[config.mk]
export PLATFORM = sky130hd
export DESIGN_NAME = data_mem_flat
export DESIGN_NICKNAME = d
export VERILOG_FILES = /design/src/source/rv_pkg.sv /design/src/source/dmem_if.sv /design/src/source/data_mem.sv /design/src/flat_wrapper.sv
export SDC_FILE = /design/constraint.sdc
export NUM_CORES = 2
export LEC_CHECK = 0
export BUFFER_PORTS_ARGS = -buffer_cell sky130_fd_sc_hd__buf_2
export CAP_MARGIN = 20
export CORE_UTILIZATION = 35
export CTS_CLUSTER_DIAMETER = 150
export DETAILED_ROUTE_END_ITERATION = 10
export PLACE_DENSITY = 0.61
export SYNTH_ARGS = -nofsm -noshare
export SYNTH_HDL_FRONTEND = slang
export SYNTH_SLANG_ARGS = --single-unit
export TNS_END_PERCENT = 50
[constraint.sdc]
create_clock -name clk_50 -period 4.1 [get_ports clk_50]
set_clock_uncertainty 0.2 [all_clocks]
set_input_delay 0.41 -clock clk_50 [delete_from_list [all_inputs] [get_ports clk_50]]
set_output_delay 0.41 -clock clk_50 [all_outputs]
set_load 0.03 [all_outputs]
[src/source/rv_pkg.sv]
package rv_pkg;

   localparam int xlen = 32;                         // machine word width

   // base opcodes of the rv32i subset
   localparam logic [6:0] op_imm    = 7'b0010011;    // addi
   localparam logic [6:0] op_reg    = 7'b0110011;    // add, sub, xor
   localparam logic [6:0] op_load   = 7'b0000011;    // lw
   localparam logic [6:0] op_store  = 7'b0100011;    // sw
   localparam logic [6:0] op_branch = 7'b1100011;    // beq, bge

   localparam logic [2:0] f3_add  = 3'b000;          // add, sub, addi
   localparam logic [2:0] f3_xor  = 3'b100;
   localparam logic [2:0] f3_word = 3'b010;          // lw / sw width
   localparam logic [2:0] f3_beq  = 3'b000;
   localparam logic [2:0] f3_bge  = 3'b101;

   localparam logic [6:0] f7_base = 7'b0000000;
   localparam logic [6:0] f7_sub  = 7'b0100000;      // selects sub over add

   localparam logic [xlen-1:0] halt_word = '0;       // rom default past the program

   typedef enum logic [2:0] {
      alu_add,
      alu_sub,
      alu_xor,
      alu_eq,                                        // beq compare
      alu_ge                                         // bge compare, signed
   } alu_op_t;

   typedef enum logic [2:0] {
      st_idle,
      st_fetch,
      st_decode,
      st_execute,
      st_mem_wait,                                   // lw only
      st_write_back
   } cpu_state_t;

endpackage

[src/source/dmem_if.sv]
interface dmem_if import rv_pkg::*; #(
   parameter int dmem_words = 64
) ();

   localparam int dmem_addr_w = $clog2(dmem_words);

   logic [dmem_addr_w-1:0] addr;                     // word index, wraps
   logic [xlen-1:0]        wdata;
   logic                   wen;                      // write at this edge
   logic                   ren;
   logic [xlen-1:0]        rdata;                    // valid the cycle after ren

   modport core (
      output addr, wdata, wen, ren,
      input  rdata
   );

   modport mem (
      input  addr, wdata, wen, ren,
      output rdata
   );

endinterface

[src/source/data_mem.sv]
module data_mem import rv_pkg::*; #(
   parameter int  dmem_words  = 64,
   localparam int dmem_addr_w = $clog2(dmem_words)
) (
   input  logic                   clk_50,
   dmem_if.mem                    bus,
   input  logic                   host_wen,
   input  logic [dmem_addr_w-1:0] host_addr,
   input  logic [xlen-1:0]        host_wdata,
   input  logic [dmem_addr_w-1:0] host_raddr,
   output logic [xlen-1:0]        host_rdata
);

   logic [xlen-1:0]        mem [dmem_words];
   logic                   wen;
   logic [dmem_addr_w-1:0] waddr;
   logic [xlen-1:0]        wdata;

   // core and host never write together, host is blocked while busy
   assign wen   = bus.wen | host_wen;
   assign waddr = bus.wen ? bus.addr : host_addr;
   assign wdata = bus.wen ? bus.wdata : host_wdata;

   always_ff @(posedge clk_50) begin
      if (wen) begin
         mem[waddr] <= wdata;
      end
      if (bus.ren) begin
         bus.rdata <= mem[bus.addr];                 // held until the next lw
      end
      host_rdata <= mem[host_raddr];                 // readback, one cycle
   end

endmodule

[src/flat_wrapper.sv]
// flat-port wrapper written by rule: the top's interface ports become plain ports
module data_mem_flat import rv_pkg::*;
#(
   parameter int  dmem_words  = 64,
   localparam int dmem_addr_w = $clog2(dmem_words)
)
  (clk_50, host_wen, host_addr, host_wdata, host_raddr, host_rdata, bus_addr, bus_wdata, bus_wen, bus_ren, bus_rdata);
  dmem_if #(.dmem_words(dmem_words)) bus_i ();
  input  logic clk_50;
  input  logic host_wen;
  input  logic [dmem_addr_w-1:0] host_addr;
  input  logic [xlen-1:0] host_wdata;
  input  logic [dmem_addr_w-1:0] host_raddr;
  output logic [xlen-1:0] host_rdata;
  input wire logic [$bits(bus_i.addr)-1:0] bus_addr;
  input wire logic [$bits(bus_i.wdata)-1:0] bus_wdata;
  input wire logic [$bits(bus_i.wen)-1:0] bus_wen;
  input wire logic [$bits(bus_i.ren)-1:0] bus_ren;
  output wire logic [$bits(bus_i.rdata)-1:0] bus_rdata;
  assign bus_i.addr = bus_addr;
  assign bus_i.wdata = bus_wdata;
  assign bus_i.wen = bus_wen;
  assign bus_i.ren = bus_ren;
  assign bus_rdata = bus_i.rdata;
  data_mem #(.dmem_words(dmem_words)) u_core (.clk_50(clk_50), .bus(bus_i), .host_wen(host_wen), .host_addr(host_addr), .host_wdata(host_wdata), .host_raddr(host_raddr), .host_rdata(host_rdata));
endmodule
==> load_flow_metrics.sql <==
INSERT INTO impl_metrics (metric_group, metric, value, unit) VALUES
('timing', 'final.min_clock_period', '3.17', 'ns'),
('clock_network', 'numCtsBuffers', '212', ''),
('timing', 'worst-slew-pin-transition', '1.17', 'ns'),
('grt', 'grtUsageTotal', '0.220', ''),
('logic_synthesis', 'commonest_cells_post_synth', 'sky130_fd_sc_hd__edfxtp_1 (2080), sky130_fd_sc_hd__mux4_2 (1150), sky130_fd_sc_hd__nor2_1 (187), sky130_fd_sc_hd__o22ai_1 (173), sky130_fd_sc_hd__clkbuf_1 (129)', ''),
('power', 'share_seq_of_total_power', '0.496', ''),
('logic_synthesis', 'synth.ff_latch_count', '2112', ''),
('worst_setup_path', 'critical_path.reg2reg.startpoint', 'u_core.mem[22][4]', ''),
('grt', 'grt_pass1_wl', '427000', 'µm'),
('logic_synthesis', 'netlist.area_leader.share', '0.653', ''),
('job', 'drv_cap', '0', ''),
('die', 'floorplan.rows', '191', ''),
('timing', 'final-setup-viol-count', '0', ''),
('worst_setup_path', 'critical_path_class', 'primary input to flop', ''),
('power', 'switch_pwr', '0.0115', 'W'),
('clock_network', 'worstSkewPairLatency', '0.86', 'ns'),
('power', 'fin_total_pwr', '0.0492', 'W'),
('die', 'standard_cell_core_area', '271000', 'µm²'),
('power', 'clockPowerShare', '0.410', ''),
('detailed_routing', 'num_vias', '53700', ''),
('detailed_routing', 'drtIter0Drc', '7396', ''),
('grt', 'grt_pass1_vias', '54000', ''),
('logic_synthesis', 'dominantRegCellSynth', 'sky130_fd_sc_hd__edfxtp_1', ''),
('grt', 'grt_start_max_net_pins', '66', ''),
('logic_synthesis', 'yosysSeqAreaShare', '0.660', ''),
('grt', 'grt_overflow', '0', ''),
('die', 'design.die.area', '275000', 'µm²'),
('timing', 'postLayoutSetupSlackWorst', '0.933', 'ns'),
('logic_synthesis', 'post-synth-top-area-cell', 'sky130_fd_sc_hd__edfxtp_1', ''),
('grt', 'antenna_found_initial', '11', ''),
('min_path', 'hold_path_startpoint', 'bus_wdata[14]', ''),
('detailed_routing', 'route.detailed.wl_per_inst', '35.9', 'µm'),
('power', 'irDropWorstVdd', '0.349', 'mV'),
('min_path', 'worst_hold_path_type', 'primary input to flop', ''),
('finish', 'syn_to_final_growth', '16.1', '%'),
('placement', 'place_ws', '-0.0633', 'ns'),
('detailed_routing', 'antenna_violating_nets_post_route', '0', ''),
('worst_setup_path', 'worst_ep_required_time', '4.45', 'ns'),
('power', 'combinationalPowerShare', '0.094', ''),
('die', 'die_height', '525', 'µm'),
('clock_network', 'clock_root_buffer', 'sky130_fd_sc_hd__clkbuf_16', ''),
('logic_synthesis', 'synth_warnings', '0', ''),
('die', 'floorplan.io_pins', '150', ''),
('finish', 'final_cells', '8561', ''),
('finish', 'drive_gt1_frac', '0.420', ''),
('finish', 'nFillCells', '23300', ''),
('detailed_routing', 'detailedRoute.firstPassIterationCount', '6', ''),
('worst_setup_path', 'timing.critical_path.from', 'bus_addr[1]', ''),
('placement', 'globalplace.congestion', '0.870', ''),
('timing', 'timing.max_slew.rel_slack', '0.222', ''),
('timing', 'final_max_slew_viol_count', '0', ''),
('timing', 'grt_setup_unrepaired', 'no', ''),
('placement', 'post-dp-hpwl', '193000', 'µm'),
('worst_setup_path', 'worst-endpoint-arrival', '3.51', 'ns'),
('clock_network', 'cts.repair.resized', '0', ''),
('logic_synthesis', 'synth_edf_count', '2080', ''),
('worst_setup_path', 'timing.critical_path.to_type', 'flop', ''),
('logic_synthesis', 'syn_inst', '4395', ''),
('logic_synthesis', 'synthDistinctLibCells', '44', ''),
('clock_network', 'clk_pin_slew', '0.06', 'ns'),
('power', 'leakage', '34.4', 'nW'),
('logic_synthesis', 'synthesis.area', '95600', 'µm²'),
('run_status', 'run_status', 'finished, final reports clean', ''),
('logic_synthesis', 'synth_nets', '4481', ''),
('detailed_routing', 'detail_route.vias_per_cell', '6.27', ''),
('clock_network', 'tritoncts', 'done', ''),
('power', 'netSwitchingFraction', '0.235', ''),
('die', 'effective_utilization_at_floorplan', '0.352', ''),
('timing', 'timing.final.crit_share', '0.772', ''),
('clock_network', 'clock_sinks', '2112', ''),
('clock_network', 'clk_path_buf_depth', '3', '');
-- critical path, cell delays in order --
cell,delay (ns)
sky130_fd_sc_hd__buf_8,0.52
sky130_fd_sc_hd__buf_12,0.32
sky130_fd_sc_hd__buf_4,0.34
sky130_fd_sc_hd__mux4_2,0.39
sky130_fd_sc_hd__mux4_2,0.48
sky130_fd_sc_hd__o22ai_1,0.68
sky130_fd_sc_hd__nor2_1,0.29
-- final cells by class --
cell class                      instances  area (µm²)  share of cell area
Antenna cell                            4        10.0           0.0000901
Clock inverter                        120        1400              0.0126
Clock buffer                          278        5760              0.0519
Timing Repair Buffer                  536        4980              0.0448
Multi-Input combinational cell       1938       31300               0.282
Inverter                                3        11.3            0.000101
Sequential cell                      2112       63100               0.568
Tap cell                             3570        4470              0.0402
-- registers in the layout (all words and copies together) (netlist names) --
signal             flops
u_core.bus.rdata      32
u_core.mem          2048
u_core.host_rdata     32
-- through the flow --
step / TNS, ns / utilization / instance area [µm²] / hold slack, ns
finish: 0 / 0.409 / 111000 / 0.0362
global route: 0 / 0.409 / 111000 / 0.0525
CTS: 0 / 0.409 / 111000 / 0.00119
global placement: 0 / 0.382 / 104000 / 0.649
detailed placement: -0.0633 / 0.382 / 104000 / 0.644
floorplan: 0 / - / 95600 / 0.322
-- power by group through the flow --
stage / combinational, W / sequential [W] / clock (W)
3_3_place_gp: 0.00453 / 0.0249 / 0
5_1_grt: 0.00481 / 0.0244 / 0.0212
6_report: 0.00463 / 0.0244 / 0.0201
4_1_cts: 0.00460 / 0.0244 / 0.0204
3_5_place_dp: 0.00459 / 0.0249 / 0
2_1_floorplan: 0.00259 / 0.0249 / 0
-- worst paths after layout --
path	cells after the start	slack (ns)	to
setup / recovery	7	0.93	u_core.bus.rdata[4]
hold / removal	3	0.04	u_core.mem[38][14]
setup reg to reg	4	1.22	u_core.bus.rdata[4]
hold reg to reg	4	0.78	u_core.host_rdata[21]
-- layer usage --
layer | global-route usage | vias to the layer above | part of all wire
li1 | - | 20400 | -
met1 | 0.301 | 29300 | 0.39
met2 | 0.346 | 3465 | 0.47
met3 | 0.0461 | 526 | 0.10
met4 | 0.0807 | 4 | 0.039
met5 | 0 | - | 0.000065
-- cells by family after synthesis --
| kind of cell | after synthesis | share of synthesized area |
|---|---|---|
| buffers and inverters | 345 | 0.0175 |
| multiplexers | 1269 | 0.284 |
| AND/OR/NAND/NOR | 302 | 0.0140 |
| AO/OA/AOI/OAI | 367 | 0.0246 |
| flip-flops | 2112 | 0.660 |
-- cell usage in the layout (no fill, tap or decap), types with 38 or more instances in the layout --
master,instances
sky130_fd_sc_hd__o22ai_1,173
sky130_fd_sc_hd__nor2_1,123
sky130_fd_sc_hd__buf_4,276
sky130_fd_sc_hd__clkinv_1,40
sky130_fd_sc_hd__a21oi_1,108
sky130_fd_sc_hd__buf_12,97
sky130_fd_sc_hd__nor2_4,64
sky130_fd_sc_hd__edfxtp_1,2080
sky130_fd_sc_hd__mux2i_1,85
sky130_fd_sc_hd__clkbuf_16,217
sky130_fd_sc_hd__o221ai_1,54
sky130_fd_sc_hd__clkbuf_1,51
sky130_fd_sc_hd__buf_2,140
sky130_fd_sc_hd__mux4_2,1150
sky130_fd_sc_hd__clkinv_2,38
-- repair_timing --
item	CTS	global route
hold buffers	4	11
endpoints found under the hold margin	43	43
setup buffers	0	0
Note: power is estimated with default switching activity, not from simulation.
